## src/hw/proto_pkg.sv

```systemverilog
package proto_pkg;

    // UART bit timing, both directions
    localparam int clks_per_bit = 16;

    // Depth of the acknowledgement queue
    localparam int ack_depth = 4;

    // Command header codes
    localparam logic [7:0] hdr_duty0 = 8'hAA; // Signed duty, motor 0
    localparam logic [7:0] hdr_duty1 = 8'hBB; // Signed duty, motor 1
    localparam logic [7:0] hdr_psc   = 8'hCC; // Prescaler
    localparam logic [7:0] hdr_ccr   = 8'hDD; // Period
    localparam logic [7:0] hdr_query = 8'hEE; // One-byte query, echo only

    // One byte with its strobe
    typedef struct packed {
        logic       valid;
        logic [7:0] data;
    } byte_beat_t;

    // Two payload bytes of a frame, high byte first on the wire
    typedef union packed {
        logic signed [15:0] duty;  // Duty commands
        logic        [15:0] count; // Prescaler and period commands
    } cmd_payload_u;

endpackage

```

## src/hw/motor_pkg.sv

```systemverilog
package motor_pkg;

    // Width of duty, prescaler and period follows the frame payload
    localparam int pwm_w = $bits(proto_pkg::cmd_payload_u);
    localparam int num_motors = 2;

    localparam logic [pwm_w-1:0] psc_default = pwm_w'(99);
    localparam logic [pwm_w-1:0] ccr_default = pwm_w'(999);

    typedef logic signed [pwm_w-1:0] duty_t;

    typedef struct packed {
        logic [pwm_w-1:0]           psc;
        logic [pwm_w-1:0]           ccr;
        duty_t [num_motors-1:0]     duty; // Index 0 is motor 0
    } motor_cfg_t;

    typedef enum logic [1:0] {
        dir_stop = 2'b00,
        dir_fwd  = 2'b01,
        dir_rev  = 2'b10
    } dir_t;

    // Absolute value, one bit wider so that -32768 survives
    function automatic logic [pwm_w:0] duty_mag(input duty_t d);
        logic signed [pwm_w:0] d_ext;
        d_ext = d;
        return (d_ext < 0) ? -d_ext : d_ext;
    endfunction

endpackage

```

## src/hw/uart_rx.sv

```systemverilog
module uart_rx (
    input  logic                   clk,
    input  logic                   rst_n,
    input  logic                   rx,
    output proto_pkg::byte_beat_t  rx_beat
);

    typedef enum logic [1:0] {
        rx_idle,
        rx_start,
        rx_data,
        rx_stop
    } rx_state_t;

    rx_state_t state;
    logic [1:0] sync_q;
    logic rx_s;
    logic [$clog2(proto_pkg::clks_per_bit)-1:0] cnt;
    logic [2:0] bit_idx;
    logic [7:0] shift_q;
    logic valid_q;

    assign rx_s = sync_q[1];
    assign rx_beat = '{valid: valid_q, data: shift_q};

    always_ff @(posedge clk or negedge rst_n) begin
        if (!rst_n) begin
            sync_q  <= 2'b11; // Line idles high
            state   <= rx_idle;
            cnt     <= '0;
            bit_idx <= '0;
            valid_q <= 1'b0;
        end else begin
            sync_q  <= {sync_q[0], rx};
            valid_q <= 1'b0;
            cnt     <= cnt + 1'b1;
            case (state)
                rx_idle: begin
                    cnt <= '0;
                    if (!rx_s) state <= rx_start;
                end
                rx_start: begin
                    // Centre check pulled in by the synchroniser latency
                    if (cnt == proto_pkg::clks_per_bit / 2 - 2) begin
                        cnt     <= '0;
                        bit_idx <= '0;
                        state   <= rx_s ? rx_idle : rx_data; // Glitch, not a start bit
                    end
                end
                rx_data: begin
                    if (cnt == proto_pkg::clks_per_bit - 1) begin
                        cnt     <= '0;
                        bit_idx <= bit_idx + 1'b1;
                        if (bit_idx == 3'd7) state <= rx_stop;
                    end
                end
                default: begin
                    if (cnt == proto_pkg::clks_per_bit - 1) begin
                        valid_q <= rx_s; // Framing error drops the byte
                        state   <= rx_idle;
                    end
                end
            endcase
        end
    end

    // LSB first
    always_ff @(posedge clk) begin
        if (state == rx_data && cnt == proto_pkg::clks_per_bit - 1) shift_q <= {rx_s, shift_q[7:1]};
    end

endmodule

```

## src/hw/cmd_parser.sv

```systemverilog
module cmd_parser (
    input  logic                   clk,
    input  logic                   rst_n,
    input  proto_pkg::byte_beat_t  rx_beat,
    output motor_pkg::motor_cfg_t  cfg,
    output proto_pkg::byte_beat_t  ack_push
);

    typedef enum logic [1:0] {
        st_hdr,
        st_hi,
        st_lo
    } parse_state_t;

    parse_state_t state;
    logic [7:0] cmd_q;
    logic [7:0] hi_q;
    logic last_beat;
    logic [motor_pkg::num_motors-1:0] duty_wr;
    proto_pkg::cmd_payload_u payload;

    // Saturate a requested duty to +-ccr
    function automatic motor_pkg::duty_t clamp_duty(
        input motor_pkg::duty_t          duty,
        input logic [motor_pkg::pwm_w-1:0] ccr
    );
        logic signed [motor_pkg::pwm_w:0] d_ext;
        logic signed [motor_pkg::pwm_w:0] lim;
        d_ext = duty;
        lim   = $signed({1'b0, ccr});
        if (d_ext > lim) return motor_pkg::duty_t'(lim);
        if (d_ext < -lim) return motor_pkg::duty_t'(-lim);
        return duty;
    endfunction

    assign last_beat  = rx_beat.valid && (state == st_lo);
    assign payload    = {hi_q, rx_beat.data};
    assign duty_wr[0] = last_beat && (cmd_q == proto_pkg::hdr_duty0);
    assign duty_wr[1] = last_beat && (cmd_q == proto_pkg::hdr_duty1);

    always_ff @(posedge clk or negedge rst_n) begin
        if (!rst_n) begin
            state    <= st_hdr;
            cmd_q    <= '0;
            cfg.psc  <= motor_pkg::psc_default;
            cfg.ccr  <= motor_pkg::ccr_default;
            cfg.duty <= '0;
            ack_push <= '0;
        end else begin
            ack_push.valid <= 1'b0;
            if (rx_beat.valid) begin
                case (state)
                    st_hdr: begin
                        cmd_q <= rx_beat.data;
                        if (rx_beat.data == proto_pkg::hdr_query) begin
                            ack_push <= '{valid: 1'b1, data: rx_beat.data};
                        end else if (rx_beat.data == proto_pkg::hdr_duty0
                                     || rx_beat.data == proto_pkg::hdr_duty1
                                     || rx_beat.data == proto_pkg::hdr_psc
                                     || rx_beat.data == proto_pkg::hdr_ccr) begin
                            state <= st_hi;
                        end // Anything else is line noise
                    end
                    st_hi: state <= st_lo;
                    default: begin
                        state    <= st_hdr;
                        ack_push <= '{valid: 1'b1, data: cmd_q};
                        if (cmd_q == proto_pkg::hdr_psc) cfg.psc <= payload.count;
                        if (cmd_q == proto_pkg::hdr_ccr) cfg.ccr <= payload.count;
                        for (int i = 0; i < motor_pkg::num_motors; i++) begin
                            if (duty_wr[i]) cfg.duty[i] <= clamp_duty(payload.duty, cfg.ccr);
                        end
                    end
                endcase
            end
        end
    end

    // High byte waits for its partner
    always_ff @(posedge clk) begin
        if (rx_beat.valid && state == st_hi) hi_q <= rx_beat.data;
    end

    // Clamp holds against the period in force when the duty was taken
    for (genvar i = 0; i < motor_pkg::num_motors; i++) begin : g_clamp_chk
        a_duty_clamped: assert property (@(posedge clk) disable iff (!rst_n)
            duty_wr[i] |=> motor_pkg::duty_mag(cfg.duty[i]) <= {1'b0, $past(cfg.ccr)});
    end

endmodule

```

## src/hw/ack_fifo.sv

```systemverilog
module ack_fifo (
    input  logic                   clk,
    input  logic                   rst_n,
    input  proto_pkg::byte_beat_t  ack_push,
    output logic                   tx_valid,
    output logic [7:0]             tx_data,
    input  logic                   tx_ready
);

    localparam int ptr_w = $clog2(proto_pkg::ack_depth);

    logic [7:0] mem [proto_pkg::ack_depth];
    logic [ptr_w-1:0] wr_ptr;
    logic [ptr_w-1:0] rd_ptr;
    logic [ptr_w:0] count;
    logic [ptr_w:0] count_nxt;
    logic push;
    logic pop;

    assign push    = ack_push.valid && (count != proto_pkg::ack_depth); // Full drops it
    assign pop     = tx_valid && tx_ready;
    assign tx_data = mem[rd_ptr];

    always_comb begin
        count_nxt = count;
        if (push && !pop) count_nxt = count + 1'b1;
        if (pop && !push) count_nxt = count - 1'b1;
    end

    always_ff @(posedge clk or negedge rst_n) begin
        if (!rst_n) begin
            wr_ptr   <= '0;
            rd_ptr   <= '0;
            count    <= '0;
            tx_valid <= 1'b0;
        end else begin
            if (push) wr_ptr <= wr_ptr + 1'b1;
            if (pop) rd_ptr <= rd_ptr + 1'b1;
            count    <= count_nxt;
            tx_valid <= (count_nxt != 0);
        end
    end

    always_ff @(posedge clk) begin
        if (push) mem[wr_ptr] <= ack_push.data;
    end

    a_count_max: assert property (@(posedge clk) disable iff (!rst_n)
        count <= proto_pkg::ack_depth);
    a_empty_quiet: assert property (@(posedge clk) disable iff (!rst_n)
        (count == 0) |-> !tx_valid);

endmodule

```

## src/hw/uart_tx.sv

```systemverilog
module uart_tx (
    input  logic       clk,
    input  logic       rst_n,
    input  logic       tx_valid,
    input  logic [7:0] tx_data,
    output logic       tx_ready,
    output logic       tx
);

    logic busy;
    logic tx_q;
    logic tick;
    logic [8:0] frame_q; // Data bits then stop
    logic [3:0] bits_left;
    logic [$clog2(proto_pkg::clks_per_bit)-1:0] cnt;

    assign tx_ready = !busy;
    assign tx       = tx_q;
    assign tick     = busy && (cnt == proto_pkg::clks_per_bit - 1);

    always_ff @(posedge clk or negedge rst_n) begin
        if (!rst_n) begin
            busy      <= 1'b0;
            tx_q      <= 1'b1;
            cnt       <= '0;
            bits_left <= '0;
        end else if (!busy) begin
            if (tx_valid) begin
                busy      <= 1'b1;
                tx_q      <= 1'b0; // Start bit
                cnt       <= '0;
                bits_left <= 4'd9;
            end
        end else if (tick) begin
            cnt <= '0;
            if (bits_left == 0) begin
                busy <= 1'b0; // Stop bit done
            end else begin
                tx_q      <= frame_q[0];
                bits_left <= bits_left - 1'b1;
            end
        end else begin
            cnt <= cnt + 1'b1;
        end
    end

    always_ff @(posedge clk) begin
        if (!busy && tx_valid) begin
            frame_q <= {1'b1, tx_data};
        end else if (tick && bits_left != 0) begin
            frame_q <= {1'b1, frame_q[8:1]}; // LSB first
        end
    end

endmodule

```

## src/hw/pwm_gen.sv

```systemverilog
module pwm_gen (
    input  logic                          clk,
    input  logic                          rst_n,
    input  logic [motor_pkg::pwm_w-1:0]   cfg_psc,
    input  logic [motor_pkg::pwm_w-1:0]   cfg_ccr,
    input  motor_pkg::duty_t              duty,
    output logic                          pwm_out,
    output motor_pkg::dir_t               motor_dir
);

    logic [motor_pkg::pwm_w-1:0] psc_cnt, psc_nxt;
    logic [motor_pkg::pwm_w-1:0] per_cnt, per_nxt;
    logic [motor_pkg::pwm_w-1:0] psc_sh;
    logic [motor_pkg::pwm_w-1:0] ccr_sh;
    motor_pkg::duty_t duty_sh;
    motor_pkg::duty_t duty_nxt;
    logic wrap;

    always_comb begin
        psc_nxt = psc_cnt + 1'b1;
        per_nxt = per_cnt;
        wrap    = 1'b0;
        if (psc_cnt == psc_sh) begin
            psc_nxt = '0;
            if (per_cnt == ccr_sh) begin
                per_nxt = '0;
                wrap    = 1'b1;
            end else begin
                per_nxt = per_cnt + 1'b1;
            end
        end
        duty_nxt = wrap ? duty : duty_sh; // New duty applies from the first count
    end

    always_ff @(posedge clk or negedge rst_n) begin
        if (!rst_n) begin
            psc_cnt <= '0;
            per_cnt <= '0;
            psc_sh  <= motor_pkg::psc_default;
            ccr_sh  <= motor_pkg::ccr_default;
            duty_sh <= '0;
            pwm_out <= 1'b0;
        end else begin
            psc_cnt <= psc_nxt;
            per_cnt <= per_nxt;
            if (wrap) begin
                psc_sh <= cfg_psc;
                ccr_sh <= cfg_ccr;
            end
            duty_sh <= duty_nxt;
            pwm_out <= ({1'b0, per_nxt} < motor_pkg::duty_mag(duty_nxt));
        end
    end

    always_comb begin
        if (duty_sh > 0) motor_dir = motor_pkg::dir_fwd;
        else if (duty_sh < 0) motor_dir = motor_pkg::dir_rev;
        else motor_dir = motor_pkg::dir_stop;
    end

    a_zero_duty_low: assert property (@(posedge clk) disable iff (!rst_n)
        (duty_sh == 0) |-> !pwm_out);

endmodule

```

## src/hw/motor_ctrl_top.sv

```systemverilog
module motor_ctrl_top (
    input  logic       clk,
    input  logic       rst_n,
    input  logic       rx,
    output logic       tx,
    output logic [1:0] pwm_out,
    output logic [3:0] motor_dir // Motor 1 in [3:2]
);

    proto_pkg::byte_beat_t rx_beat;
    proto_pkg::byte_beat_t ack_push;
    motor_pkg::motor_cfg_t cfg;
    logic tx_valid;
    logic tx_ready;
    logic [7:0] tx_data;

    uart_rx u_uart_rx (
        .clk     (clk),
        .rst_n   (rst_n),
        .rx      (rx),
        .rx_beat (rx_beat)
    );

    cmd_parser u_cmd_parser (
        .clk      (clk),
        .rst_n    (rst_n),
        .rx_beat  (rx_beat),
        .cfg      (cfg),
        .ack_push (ack_push)
    );

    // Acknowledgements wait here while the transmitter is busy
    ack_fifo u_ack_fifo (
        .clk      (clk),
        .rst_n    (rst_n),
        .ack_push (ack_push),
        .tx_valid (tx_valid),
        .tx_data  (tx_data),
        .tx_ready (tx_ready)
    );

    uart_tx u_uart_tx (
        .clk      (clk),
        .rst_n    (rst_n),
        .tx_valid (tx_valid),
        .tx_data  (tx_data),
        .tx_ready (tx_ready),
        .tx       (tx)
    );

    for (genvar i = 0; i < motor_pkg::num_motors; i++) begin : g_motor
        pwm_gen u_pwm_gen (
            .clk       (clk),
            .rst_n     (rst_n),
            .cfg_psc   (cfg.psc),
            .cfg_ccr   (cfg.ccr),
            .duty      (cfg.duty[i]),
            .pwm_out   (pwm_out[i]),
            .motor_dir (motor_dir[2*i +: 2])
        );
    end

endmodule

```

## config.mk

```make
export PLATFORM = sky130hd
export DESIGN_NAME = motor_ctrl_top
export DESIGN_NICKNAME = d
export VERILOG_FILES = /design/src/hw/proto_pkg.sv /design/src/hw/motor_pkg.sv /design/src/hw/uart_rx.sv /design/src/hw/cmd_parser.sv /design/src/hw/ack_fifo.sv /design/src/hw/uart_tx.sv /design/src/hw/pwm_gen.sv /design/src/hw/motor_ctrl_top.sv
export SDC_FILE = /design/constraint.sdc
export NUM_CORES = 1
export LEC_CHECK = 0
export BUFFER_PORTS_ARGS = -buffer_cell sky130_fd_sc_hd__buf_2
export CORE_MARGIN = 1.5
export CORE_UTILIZATION = 50
export CTS_BUF_LIST = sky130_fd_sc_hd__clkbuf_2
export DETAILED_ROUTE_END_ITERATION = 10
export GPL_TIMING_DRIVEN = 0
export HOLD_SLACK_MARGIN = 0.15
export PLACE_DENSITY = 0.65
export SLEW_MARGIN = 20
export SYNTH_ARGS = -nofsm -noshare
export SYNTH_HDL_FRONTEND = slang
export SYNTH_SLANG_ARGS = --single-unit
```

## constraint.sdc

```tcl
create_clock -name clk -period 4.6 [get_ports clk]
set_input_delay 0 -clock clk [delete_from_list [all_inputs] [get_ports clk]]
set_output_delay 0 -clock clk [all_outputs]
set_load 0.05 [all_outputs]
```

==> summary by stage, run 1 <==
Power
Of the total power, the share spent switching nets is 0.2747. In this run the static leakage power is 8.502 nW. The total power is 5.421 mW. The part of the total power dissipated in combinational logic is 0.049. VDD sags by at most 0.0001828 V. Power spread over the standard cell area amounts to 288.0 nW/um^2. The relative contribution of sequential cells to total power is 0.564. The clock network power share is 0.387. The internal power component is 3.932 mW. The analysis attributes to net switching a power of 1.489 mW.

Drt
The final routed DRC violation total is 0. The via density per instance is 5.565. The number of nets still failing antenna checks after routing is 0. The final route contains 13070 vias. The first routing iteration left 880 violations. The first TritonRoute pass finished after 6 iterations. The average wire per standard cell is 17.94 um. Summed over all layers, the routed wires come to 42120 um.

Timing
The final setup slack of the worst path is 220.0 ps. On the final layout, the worst hold slack is 357.8 ps. The period utilization is 0.9522.

For the final routed database, the setup TNS stands at 0 ps. The peak clock frequency supported by timing is 228.3 MHz. Setup repair after global routing left no endpoint under its margin. The final-report max-slew violation count is 0. The largest clock skew in the final design is 90.94 ps. The slew at the pin closest to its max-slew limit is 985.6 ps. Counting I/O delays and the setup requirement, the final critical path takes 4380 ps. The total of endpoints with negative setup slack in the final report is 0. The number of hold violations in the final report is 0. The worst relative slew slack is 0.3358.

Global routing
The number of global-route vias before repair is 13060. For this run, the total global-route usage over all layers was measured as 0.2445. For this run the aggregate overflow at the end of global routing stands at 0. Entering global routing, the biggest net connects 77 pins. The initial antenna violation count is 3.

The first global-routing pass estimated 68100 um of wire.

Finish
The layout net count is 1913. After filler insertion, the fill cell instance count of the layout stands at 3085. The share of layout cells above drive strength 1 is 0.1493. The area occupied by multi-input gates is 8021 um^2. The number of standard cells in the final layout excluding fillers is 2348. The top cell types in the final layout, fill and taps aside, are sky130_fd_sc_hd__nand2_1 (327), sky130_fd_sc_hd__dfrtp_1 (236), sky130_fd_sc_hd__o21ai_0 (148). The final core utilization is 0.5613. The library cell used most frequently in the layout, excluding fill and tap cells, is sky130_fd_sc_hd__nand2_1. The area added between synthesis and finish is 10.37%. The cell area after layout is 18820 um^2.

Across the whole layout, storage elements account for 8612 um^2.

Clocking
The clock tree buffer depth is 3. The clock drives 331 sinks. The CTS H-tree depth is 3.

The clock tree from TritonCTS is done. The clock input transition at the sequential cells of the worst setup and hold paths is 110 ps. For the worst-skew pair, the clock arrives at the later sink with an insertion delay of 1030 ps. In this run the clock root is driven by a sky130_fd_sc_hd__clkbuf_2. The number of clock buffers inserted by TritonCTS is 87.

Setup path
The worst path required time is 5510 ps. The reg-to-reg critical path startpoint is u_cmd_parser.cfg[33]. The endpoint type of the worst setup path is a flop.

The library cell contributing the largest single delay on the critical path is sky130_fd_sc_hd__or4_1. The critical path buffer and inverter count is 2. The largest driver fanout on the critical path is 10. The cell seen most often among critical-path stages is sky130_fd_sc_hd__o21ai_0. The signal on the critical path passes through inv_1 -> ha_2 -> and2_1 -> nand4_1 -> or4_1 -> xnor2_1 -> ha_1 -> a21oi_1 -> o21ai_0 -> o21bai_1 -> nand3_1 -> o21ai_2 -> buf_4 -> mux2i_1 -> a21oi_2 -> o21ai_0. The endpoint identified for the worst register-to-register timing path is u_cmd_parser.cfg[28]. The delay of the slowest cell on the worst path is 490 ps. The category of cells accounting for the largest share of critical-path delay is simple AND/OR/NAND/NOR gates. Data on the critical path arrives at its endpoint at 5290 ps. Setup slack on the worst reg-to-reg path comes out at 220 ps.

The number of cells traversed by the worst register-to-register path is 16. The type of the setup path with the least slack is flop to flop. The startpoint class of the critical path is a flop.

Job
The max-cap violation count is 0.

Logic synthesis
Of all flip-flops after synthesis, the portion carrying an async set or reset was 0.8308. Synthesis instantiated 62 different standard cells from the library. Synthesis produced a netlist with a net count of 1798. Synthesis produced 1707 cells. A synthesized cell averages 9.991 um^2. The post-synthesis register bit count is 331. The proportion of synthesized chip area in sequential cells is 0.5050. For this run, the leading register cell type out of synthesis is sky130_fd_sc_hd__dfrtp_1.

The mapped netlist covers 17050 um^2. The total of warnings raised by yosys is 0. In this run, synthesis inferred 56 flip-flops with an integrated enable.

Floorplan
The area of the die is 35220 um^2. The area of the placeable core is 33530 um^2. The number of ports placed on the die boundary is 10. The initial cell density of the core is 0.5086. The die outline height is 187.7 um. In this run the horizontal extent of the chip is 187.7 um. In this run the core area contains 67 standard-cell rows.

Min path
The worst min-delay path endpoint is u_uart_rx.sync_q[1]. The tightest min-delay check is of the flop to flop type. The beginning of the worst hold path is u_uart_rx.sync_q[0]. Along the worst hold path, the cell count comes to 0.

Place
The routability-driven placement congestion ratio is 0.9033. The setup slack after placement is -359.0 ps. Input and output buffers added on the ports amount to 9. The cell count after placement is 2167.

Detailed placement ended at an HPWL of 30030 um. The placed cell area is 17750 um^2.

Outcome
The flow ran to the end, and the final reports show no timing, DRC or antenna violations.
how the worst max path moves through the flow:
stage                                             to  cells after the start                             from
finish                          u_cmd_parser.cfg[28]                     16             u_cmd_parser.cfg[33]
CTS                             u_cmd_parser.cfg[27]                     16             u_cmd_parser.cfg[32]
detailed placement               u_cmd_parser.cfg[9]                     16             u_cmd_parser.cfg[34]
global placement    g_motor[1].u_pwm_gen.duty_sh[14]                      1                            rst_n
global route            g_motor[0].u_pwm_gen.pwm_out                     19  g_motor[0].u_pwm_gen.psc_cnt[0]
floorplan                        u_cmd_parser.cfg[9]                     16             u_cmd_parser.cfg[34]
what timing repair did:
item                                    in CTS  in global routing
hold buffers                                 7                  0
hold endpoints to repair                   276                  0
pin swaps                                    3                  3
buffers inserted                             6                  2
gates resized for setup                      4                 20
endpoints found under the setup margin      24                 30
worst register-to-register path, delay by kind of cell, from the launching register on:
kind | cells | cell delay, ps
flip-flops | 1 | 400
XOR/XNOR | 1 | 240
adder cells (fa/ha/maj) | 2 | 630
AO/OA/AOI/OAI | 6 | 1040
buffers and inverters | 2 | 520
multiplexers | 1 | 330
AND/OR/NAND/NOR | 4 | 1140
cells in the mapped netlist (all sizes together), types with 12 or more instances:
cell	count	area [um^2]
or3	24	150.1
nor4	18	155.1
o21ai	150	750.7
a21o	12	90.09
nand3	47	235.2
dfstp	39	1025
nor3	26	130.1
nand2	329	1240
or4	12	90.09
nand2b	17	106.4
xnor2	120	1051
edfxtp	56	1682
ha	88	1101
a21oi	71	355.3
mux2	31	349.1
clkbuf	39	146.4
nor2	90	340.3
dfrtp	236	5906
xor2	27	236.5
inv	64	240.2
mux2i	24	247.7
buf	23	121.4
nand4	39	244.0
and3	19	118.9
state kept, by name (all words and copies together), names as in the netlist, 9 cells and up:
name	count
g_motor.u_pwm_gen.per_cnt	32
g_motor.u_pwm_gen.ccr_sh	32
u_ack_fifo.mem	32
u_cmd_parser.ack_push	9
u_cmd_parser.cfg	64
g_motor.u_pwm_gen.duty_sh	32
g_motor.u_pwm_gen.psc_sh	32
g_motor.u_pwm_gen.psc_cnt	32
cell families after synthesis:
family | Yosys count | share of synthesized area
DFF | 331 | 0.5050
adders and majority gates | 90 | 0.06574
muxes | 63 | 0.04556
buffers and inverters | 126 | 0.02979
AOI/OAI and AO/OA | 298 | 0.1010
xor gates and xnor gates | 147 | 0.07550
and+or+nand+nor | 652 | 0.1775
per-layer routing:
metal | part of all wire | global-route usage
met5 | 0 | 0
met4 | 0.024 | 0.08954
met3 | 0.056 | 0.04773
met2 | 0.47 | 0.3949
met1 | 0.45 | 0.3281
power groups by stage:
stage | registers (mW) | clock network [mW] | logic [mW]
floorplan | 3.10 | 0 | 0.172
finish | 3.06 | 2.10 | 0.268
global placement | 3.11 | 0 | 0.250
detailed placement | 3.11 | 0 | 0.268
global route | 3.06 | 2.32 | 0.316
CTS | 3.06 | 2.17 | 0.277
layout make-up:
type / instances / share of cell area
antenna: 4 / 0.0005318
buffer: 61 / 0.01429
clock buffer: 128 / 0.03403
clock inverter: 35 / 0.009572
inverter: 64 / 0.01296
multi-input combinational: 1250 / 0.4261
sequential: 331 / 0.4575
tap: 448 / 0.02978
timing repair buffer: 27 / 0.01516
(Power assumes the default switching activity.)
==> run 2, diff against run 1 <==
--- a/config.mk
+++ b/config.mk
@@ -5,15 +5,15 @@
 export SDC_FILE = /design/constraint.sdc
 export NUM_CORES = 1
 export LEC_CHECK = 0
-export BUFFER_PORTS_ARGS = -buffer_cell sky130_fd_sc_hd__buf_2
 export CORE_MARGIN = 1.5
 export CORE_UTILIZATION = 50
 export CTS_BUF_LIST = sky130_fd_sc_hd__clkbuf_2
 export DETAILED_ROUTE_END_ITERATION = 10
+export DONT_BUFFER_PORTS = 1
 export GPL_TIMING_DRIVEN = 0
 export HOLD_SLACK_MARGIN = 0.15
-export PLACE_DENSITY = 0.65
 export SLEW_MARGIN = 20
 export SYNTH_ARGS = -nofsm -noshare
 export SYNTH_HDL_FRONTEND = slang
+export SYNTH_HIERARCHICAL = 1
 export SYNTH_SLANG_ARGS = --single-unit
==> run 2 against run 1 <==
The flow now finishes with violations (hold timing). Wire length increased by 13%. Via count increased by 5.8%. Largest cell class is now multi-input combinational cells. Final area increased by 5.4%. Clock skew decreased by 30 ps. Hold slack got worse by 1700 ps. Cell count increased by 4.2%. Critical path depth unchanged. Global-route usage increased by 2.2 points. Area after synthesis increased by 4.6%.
==> summary by stage, run 2 <==
Outcome
Result of the run: finished, violations left (was finished, final reports clean). The checks that failed: hold timing.

Logic synthesis
The post-synthesis register bit count is 331 (unchanged). The synthesized cell area came to 17840 um^2 (was 17050 um^2). Most used standard cells in the synthesized netlist: sky130_fd_sc_hd__nand2_1 (366), sky130_fd_sc_hd__dfrtp_1 (236), sky130_fd_sc_hd__nor2_1 (129) (was sky130_fd_sc_hd__nand2_1 (327), sky130_fd_sc_hd__dfrtp_1 (236), sky130_fd_sc_hd__o21ai_0 (148)). The largest area contributor in the synthesized netlist is sky130_fd_sc_hd__dfrtp_1 (unchanged).

The fraction of synthesized cell area taken by the top area cell type is 0.3311 (was 0.3463). The synthesized netlist net count came to 1887 (was 1798). The post-synthesis instance total was 1801 (was 1707). The number of enable-type register cells in the synthesized netlist is 56 (unchanged).

The post-synthesis area per instance is 9.904 um^2 (was 9.991 um^2). The proportion of synthesized chip area in sequential cells is 0.4828 (was 0.5050). The cell with the most instances after synthesis is sky130_fd_sc_hd__nand2_1 (unchanged).

The dominant synthesized flop cell is sky130_fd_sc_hd__dfrtp_1 (unchanged). The total of warnings raised by yosys came to 6 (was 0). The post-synthesis cell type count came to 89 (was 62).

The share of flip-flops with an asynchronous set or reset is 0.8308 (unchanged). Top cells by area, synth: sky130_fd_sc_hd__dfrtp_1 (33%), sky130_fd_sc_hd__edfxtp_1 (9.4%), sky130_fd_sc_hd__nand2_1 (7.7%) (was sky130_fd_sc_hd__dfrtp_1 (35%), sky130_fd_sc_hd__edfxtp_1 (9.9%), sky130_fd_sc_hd__nand2_1 (7.2%)).

Finish
The register containing the most flip-flops in the final layout is u_cmd_parser/cfg (was u_cmd_parser.cfg). Top library cells by usage in the layout, fill and taps aside: sky130_fd_sc_hd__nand2_1 (364), sky130_fd_sc_hd__dfrtp_1 (235), sky130_fd_sc_hd__clkbuf_2 (139) (was sky130_fd_sc_hd__nand2_1 (327), sky130_fd_sc_hd__dfrtp_1 (236), sky130_fd_sc_hd__o21ai_0 (148)). The area added between synthesis and finish came to 11.24% (was 10.37%).

The final core utilization is 0.5702 (was 0.5613). The layout net count is 2002 (was 1913). The most common cell after layout, fill and taps aside is sky130_fd_sc_hd__nand2_1 (unchanged).

The number of flip-flops under the largest register name was 64 (unchanged). The number of standard cells in the final layout excluding fillers was 2446 (was 2348). The share of layout cells above drive strength 1 is 0.1936 (was 0.1493). The fill cell instance count of the final layout is 3142 (was 3085).

Timing
The worst hold slack after final layout is -1309 ps (was 357.8 ps). The number of hold violations in the final report was 275 (was 0). The shortest period the worst path allows is 4494 ps (was 4380 ps).

The period utilization is 0.9770 (was 0.9522). The final-report max-slew violation count is 0 (unchanged). The largest clock skew in the final design is 61.40 ps (was 90.94 ps).

The slew at the pin closest to its max-slew limit is 930.5 ps (was 985.6 ps). The accumulated negative setup slack is 0 ps (unchanged). The worst relative slew slack is 0.3797 (was 0.3358).

The peak clock frequency supported by timing was 222.5 MHz (was 228.3 MHz). The total of endpoints with negative setup slack in the final report is 0 (unchanged). The final setup slack of the worst path was 105.7 ps (was 220.0 ps).

Drt
The number of detailed-routing iterations run before antenna repair is 5 (was 6). The total vias in the final route is 13820 (was 13070). The number of nets still failing antenna checks after routing was 0 (unchanged). The via density per instance came to 5.651 (was 5.565). The final routed DRC violation total is 0 (unchanged).

The starting DRC count in detailed routing came to 803 (was 880). The average wire per standard cell came to 19.49 um (was 17.94 um). The overall routed net length is 47660 um (was 42120 um).

Setup path
The startpoint class of the critical path is a flop (unchanged). The library cell contributing the largest single delay on the critical path is sky130_fd_sc_hd__or4_4 (was sky130_fd_sc_hd__or4_1). Chain of cells forming the critical path: inv_4 -> ha_4 -> or3b_4 -> nand3b_4 -> or4_4 -> or3_4 -> and2_4 -> or2_4 -> ha_4 -> nand4_1 -> or4_4 -> o211ai_4 -> clkbuf_4 -> a41oi_2 -> mux2i_1 -> a221oi_2 (was inv_1 -> ha_2 -> and2_1 -> nand4_1 -> or4_1 -> xnor2_1 -> ha_1 -> a21oi_1 -> o21ai_0 -> o21bai_1 -> nand3_1 -> o21ai_2 -> buf_4 -> mux2i_1 -> a21oi_2 -> o21ai_0).

The largest driver fanout on the critical path is 6 (was 10). The worst path arrival time is 5310 ps (was 5290 ps). The category of cells accounting for the largest share of critical-path delay is simple AND/OR/NAND/NOR gates (unchanged). The endpoint type of the worst setup path is a flop (unchanged). The worst path required time was 5410 ps (was 5510 ps). The delay of the slowest cell on the worst path is 450 ps (was 490 ps).

The critical path buffer and inverter count is 2 (unchanged). The type of the setup path with the least slack is flop to flop (unchanged).

Place
The number of input and output port buffers inserted is 0 (was 9). The routability-driven placement congestion ratio came to 0.9032 (was 0.9033). The setup slack after placement is -858.5 ps (was -359.0 ps). The cell count after placement is 2256 (was 2167). The placed wire-length estimate after detailed placement was 33580 um (was 30030 um).

Floorplan
The initial cell density of the core is 0.5126 (was 0.5086). The die outline height was 191.9 um (was 187.7 um). The area of the placeable core is 34800 um^2 (was 33530 um^2). The number of ports placed on the die boundary is 10 (unchanged).

The die extent in x is 191.9 um (was 187.7 um). The site row count is 68 (was 67). The area of the die is 36820 um^2 (was 35220 um^2).

Power
The power per cell area is 289.5 nW/um^2 (was 288.0 nW/um^2). The total power was 5.744 mW (was 5.421 mW). The static leakage was 8.853 nW (was 8.502 nW). The largest voltage drop on the vdd net is 0.0002963 V (was 0.0001828 V).

Global routing
The overall fraction of global-route tracks in use is 0.2666 (was 0.2445). The pin count of the biggest net entering global routing is 276 (was 77). The number of global-route vias before repair is 13860 (was 13060).

The initial antenna violation count is 2 (was 3). The total grt overflow is 0 (unchanged). The global-route wire length before repair is 74960 um (was 68100 um).

Clocking
The clock network latency to the later pin of the worst-skew pair is 990 ps (was 1030 ps). The buffer cell driving the clock tree root is sky130_fd_sc_hd__clkbuf_2 (unchanged). The CTS H-tree depth came to 3 (unchanged). The number of clock buffers inserted by TritonCTS came to 87 (unchanged). The number of buffers inserted for hold repair after clock tree synthesis is 3 (was 7). The clock tree buffer depth came to 3 (unchanged).

The clock input transition at the sequential cells of the worst setup and hold paths was 110 ps (about the same). The clock tree from TritonCTS is done (unchanged). The total number of clock tree sinks is 331 (unchanged).

Job
The max-cap violation count is 0 (unchanged).

Min path
The kind of path behind the tightest hold check is primary input to async pin (was flop to flop).
-- run 2: cell types whose count changed after synthesis, sizes merged, moves of 13 or more --
cell    previous run  this run
o21ai            150        78
nor2              90       130
nand2            329       367
a21oi             71        37
a221oi             1        24
a211oi             5        25
or3               24        10
a41oi              0        13
mux2i             24        37
-- run 2: logic make-up (layout without fill, tap and decap cells) --
group,Yosys count,count (layout),share of synthesized area
flip-flops,331,331,0.4828
multiplexers,64,64,0.04286
AND/OR/NAND/NOR,774,774,0.2088
other,0,2,0
AO/OA/AOI/OAI,256,256,0.1007
XOR/XNOR,145,145,0.07120
adder cells (fa/ha/maj),84,84,0.05878
buffers and inverters,147,335,0.03493
-- run 2: through the flow --
step | area, um^2 | hold slack (ps)
floorplan | 17840 | -295.6
global placement | 18410 | -276.9
global route | 19840 | -1445
finish | 19840 | -1309
CTS | 19680 | -1430
detailed placement | 18420 | -275.3
-- run 2: where the power goes --
part / switching, mW / internal, mW
clock: 1.25 / 0.797
sequential: 0.133 / 3.10
combinational: 0.231 / 0.231
total: 1.62 / 4.13
-- run 2: area by class of cell --
type                    count  area (um^2)  share of cell area
plain buffers              75        389.1             0.01961
inverters                  68        257.7             0.01299
clock buffers             137        685.7             0.03456
clock inverters            25        117.6            0.005928
well taps                 455        569.3             0.02869
flip-flops and latches    331         8613              0.4341
diodes                      2        5.005           0.0002522
repair buffers             30        240.2             0.01211
multi-input cells        1323         8964              0.4518
-- run 2: worst paths after layout --
kind	from	to	slack, ps	cells after the start
min reg2reg	u_uart_rx/sync_q[0]	u_uart_rx/sync_q[1]	360	0
max	u_cmd_parser/cfg[33]	u_cmd_parser/cfg[24]	110	16
min	rst_n	g_motor[1].u_pwm_gen/psc_cnt[13]	-1310	0
max in group asynchronous	rst_n	u_cmd_parser/cfg[15]	5270	0
max reg2reg	u_cmd_parser/cfg[33]	u_cmd_parser/cfg[24]	110	16
min in group clk	u_uart_rx/sync_q[0]	u_uart_rx/sync_q[1]	360	0
-- run 2: repair_timing --
| action | CTS | global route |
|---|---|---|
| resized for setup | 64 | 21 |
| setup endpoints to repair | 34 | 32 |
| gates cloned | 3 | 0 |
| pin swaps | 20 | 15 |
| endpoints found under the hold margin | 276 | 275 |
| buffers inserted | 14 | 10 |
-- run 2: layer usage --
layer | global-route usage | part of all wire | vias to the layer above
met1 | 0.3633 | 0.46 | 6725
met2 | 0.4191 | 0.46 | 369
met3 | 0.05006 | 0.052 | 79
li1 | - | - | 6649
met4 | 0.1079 | 0.028 | 0
met5 | 0 | 0 | -
==> run 3, diff against run 2 <==
--- a/config.mk
+++ b/config.mk
@@ -6,7 +6,7 @@
 export NUM_CORES = 1
 export LEC_CHECK = 0
 export CORE_MARGIN = 1.5
-export CORE_UTILIZATION = 50
+export CORE_UTILIZATION = 30
 export CTS_BUF_LIST = sky130_fd_sc_hd__clkbuf_2
 export DETAILED_ROUTE_END_ITERATION = 10
 export DONT_BUFFER_PORTS = 1
==> run 3 against run 2 <==
The flow finishes with violations (hold timing, setup timing). Register-to-register slack got worse by 160 ps. Clock power grew 3%. Final area is 1.5% higher. Via count rose by 2.4%. Die area grew 65%. Core utilization is 23 points lower. Clock-buffer cell count fell by 7. Setup slack got worse by 160 ps. Global-route usage down 10 points. Combinational power about the same. Total power increased by 1.1%. First-iteration DRC count up 45%. Largest cell class unchanged. Largest power group unchanged.
==> summary by stage, run 3 (synthesized netlist as in run 2, its figures left out) <==
Outcome
Result of the run: finished, violations left (unchanged). Violations in the final reports: hold timing, setup timing (was hold timing).

Timing
The worst relative slew slack was 0.2891 (was 0.3797). The number of hold violations in the final report is 275 (unchanged). The peak clock frequency supported by timing was 214.7 MHz (was 222.5 MHz). The total of endpoints with negative setup slack in the final report came to 18 (was 0). The worst hold slack after final layout came to -1339 ps (was -1309 ps). The slew at the pin closest to its max-slew limit is 1058 ps (was 930.5 ps). Setup repair after global routing could not meet its margin everywhere. The period utilization is 1.013 (was 0.9770). The largest clock skew in the final design is 62.09 ps (was 61.40 ps).

The final setup slack of the worst path is -58.15 ps (was 105.7 ps). The shortest period the worst path allows was 4658 ps (was 4494 ps). The final-report max-slew violation count is 0 (unchanged).

Floorplan
The area of the placeable core is 58910 um^2 (was 34800 um^2). The initial cell density of the core was 0.3028 (was 0.5126). The number of ports placed on the die boundary is 10 (unchanged). The area of the die is 60930 um^2 (was 36820 um^2). The die outline height is 246.8 um (was 191.9 um). The die extent in x is 246.8 um (was 191.9 um). The site row count came to 89 (was 68).

Power
The largest voltage drop on the vdd net came to 0.0002865 V (was 0.0002963 V). The total power was 5.805 mW (was 5.744 mW). The power per cell area was 288.4 nW/um^2 (was 289.5 nW/um^2). The static leakage came to 8.830 nW (was 8.853 nW).

Finish
The number of flip-flops under the largest register name is 64 (unchanged). The area added between synthesis and finish is 12.86% (was 11.24%). The most common cell after layout, fill and taps aside is sky130_fd_sc_hd__nand2_1 (unchanged). The share of layout cells above drive strength 1 came to 0.1833 (was 0.1936). Top library cells by usage in the layout, fill and taps aside: sky130_fd_sc_hd__nand2_1 (364), sky130_fd_sc_hd__dfrtp_1 (236), sky130_fd_sc_hd__clkbuf_2 (132) (was sky130_fd_sc_hd__nand2_1 (364), sky130_fd_sc_hd__dfrtp_1 (235), sky130_fd_sc_hd__clkbuf_2 (139)). The register containing the most flip-flops in the final layout was u_cmd_parser/cfg (unchanged). The fill cell instance count of the final layout was 5932 (was 3142).

The final core utilization is 0.3417 (was 0.5702). The layout net count was 2000 (was 2002).

Min path
The kind of path behind the tightest hold check is primary input to async pin (unchanged).

Setup path
The internal reg-to-reg setup slack was -60 ps (was 110 ps). The worst path required time is 5520 ps (was 5410 ps). The delay of the slowest cell on the worst path is 560 ps (was 450 ps).

The worst path arrival time is 5570 ps (was 5310 ps). The startpoint class of the critical path is a flop (unchanged). The endpoint type of the worst setup path was a flop (unchanged). The category of cells accounting for the largest share of critical-path delay was simple AND/OR/NAND/NOR gates (unchanged). The largest driver fanout on the critical path is 7 (was 6). The library cell contributing the largest single delay on the critical path is sky130_fd_sc_hd__or4_4 (unchanged).

The type of the setup path with the least slack was flop to flop (unchanged). Chain of cells forming the critical path: buf_4 -> buf_4 -> nor4_4 -> nand4_1 -> or3_1 -> and2_1 -> or2_2 -> ha_1 -> nand4_1 -> or4_4 -> o211ai_4 -> and2_4 -> nor3_4 -> buf_6 -> a221oi_1 (was inv_4 -> ha_4 -> or3b_4 -> nand3b_4 -> or4_4 -> or3_4 -> and2_4 -> or2_4 -> ha_4 -> nand4_1 -> or4_4 -> o211ai_4 -> clkbuf_4 -> a41oi_2 -> mux2i_1 -> a221oi_2). The critical path buffer and inverter count came to 3 (was 2).

Clocking
The clock input transition at the sequential cells of the worst setup and hold paths is 110 ps (about the same). The clock tree buffer depth is 3 (unchanged). The total number of clock tree sinks is 331 (unchanged). The number of clock buffers inserted by TritonCTS is 88 (was 87). The buffer cell driving the clock tree root is sky130_fd_sc_hd__clkbuf_2 (unchanged). The CTS H-tree depth is 3 (unchanged). The clock tree from TritonCTS is done (unchanged).

The clock network latency to the later pin of the worst-skew pair is 1060 ps (was 990 ps). The number of buffers inserted for hold repair after clock tree synthesis is 3 (unchanged).

Global routing
The initial antenna violation count came to 2 (unchanged). The overall fraction of global-route tracks in use is 0.1624 (was 0.2666). The pin count of the biggest net entering global routing is 276 (unchanged).

The total grt overflow is 0 (unchanged). The number of global-route vias before repair was 14270 (was 13860). The global-route wire length before repair is 77650 um (was 74960 um).

Drt
The overall routed net length is 48440 um (was 47660 um). The number of detailed-routing iterations run before antenna repair came to 5 (unchanged). The number of nets still failing antenna checks after routing is 0 (unchanged).

The average wire per standard cell is 17.52 um (was 19.49 um). The final routed DRC violation total was 0 (unchanged). The starting DRC count in detailed routing came to 1163 (was 803). The total vias in the final route was 14150 (was 13820). The via density per instance came to 5.117 (was 5.651).

Place
The number of input and output port buffers inserted is 0 (unchanged). The placed wire-length estimate after detailed placement is 33920 um (was 33580 um). The routability-driven placement congestion ratio was 0.9064 (was 0.9032).

The setup slack after placement is -785.0 ps (was -858.5 ps).

Job
The max-cap violation count came to 0 (unchanged).
run 3: worst reg2reg max path, stage by stage, from the launching register on:
cell	delay [ps]
sky130_fd_sc_hd__dfstp_2	390
sky130_fd_sc_hd__buf_4	130
sky130_fd_sc_hd__buf_4	160
sky130_fd_sc_hd__nor4_4	540
sky130_fd_sc_hd__nand4_1	210
sky130_fd_sc_hd__or3_1	400
sky130_fd_sc_hd__and2_1	230
sky130_fd_sc_hd__or2_2	340
sky130_fd_sc_hd__ha_1	310
sky130_fd_sc_hd__nand4_1	130
sky130_fd_sc_hd__or4_4	560
sky130_fd_sc_hd__o211ai_4	340
sky130_fd_sc_hd__and2_4	260
sky130_fd_sc_hd__nor3_4	70
sky130_fd_sc_hd__buf_6	200
sky130_fd_sc_hd__a221oi_1	260
run 3: worst paths after layout:
kind	startpoint	end	cells after the start
worst max-delay path	u_cmd_parser/cfg[32]	u_cmd_parser/cfg[28]	15
worst min-delay path	rst_n	g_motor[1].u_pwm_gen/psc_cnt[10]	0
worst max register to register	u_cmd_parser/cfg[32]	u_cmd_parser/cfg[28]	15
worst min register to register	u_uart_rx/sync_q[0]	u_uart_rx/sync_q[1]	0
max in group asynchronous	rst_n	g_motor[0].u_pwm_gen/duty_sh[3]	0
min in group clk	u_uart_rx/sync_q[0]	u_uart_rx/sync_q[1]	0
run 3: metal layers:
metal	up-vias	global-route usage	routed length [um]
met1	6942	0.2110	21220
met4	0	0.07192	1851
met3	136	0.03582	2963
met2	443	0.2584	22400
met5	-	0	0
li1	6628	-	-
run 3: cell type report:
cell class                      count  area, um^2  area share
Multi-Input combinational cell   1323        8876      0.4409
Sequential cell                   331        8612      0.4278
Tap cell                          773       967.2     0.04805
Clock buffer                      130       650.6     0.03232
Buffer                             75       381.6     0.01896
Inverter                           68       255.2     0.01268
Timing Repair Buffer               27       217.7     0.01081
Clock inverter                     32       155.1    0.007707
Antenna cell                        6       15.01   0.0007458
run 3: repair_timing:
action / CTS / global route
endpoints found under the hold margin: 276 / 275
cloned: 3 / 0
pin swaps: 14 / 17
resized for setup: 46 / 26
setup buffers: 17 / 4
endpoints found under the setup margin: 34 / 34
run 3: stage by stage:
step                hold WS (ps)  setup TNS (ps)  instances  cell area, um^2
floorplan                 -295.6               0       1801            17840
global placement          -254.3          -17750       2574            18810
detailed placement        -253.3          -17750       2574            18820
CTS                        -1447          -3.560       2757            19990
global route               -1484           -3075       2765            20130
finish                     -1339          -563.7       2765            20130
run 3: where the power goes:
| group | internal (mW) | switching [mW] | leakage, nW |
|---|---|---|---|
| sequential | 3.10 | 0.137 | 4.23 |
| clock | 0.818 | 1.29 | 0.624 |
| combinational | 0.230 | 0.229 | 3.97 |
| total | 4.15 | 1.66 | 8.83 |
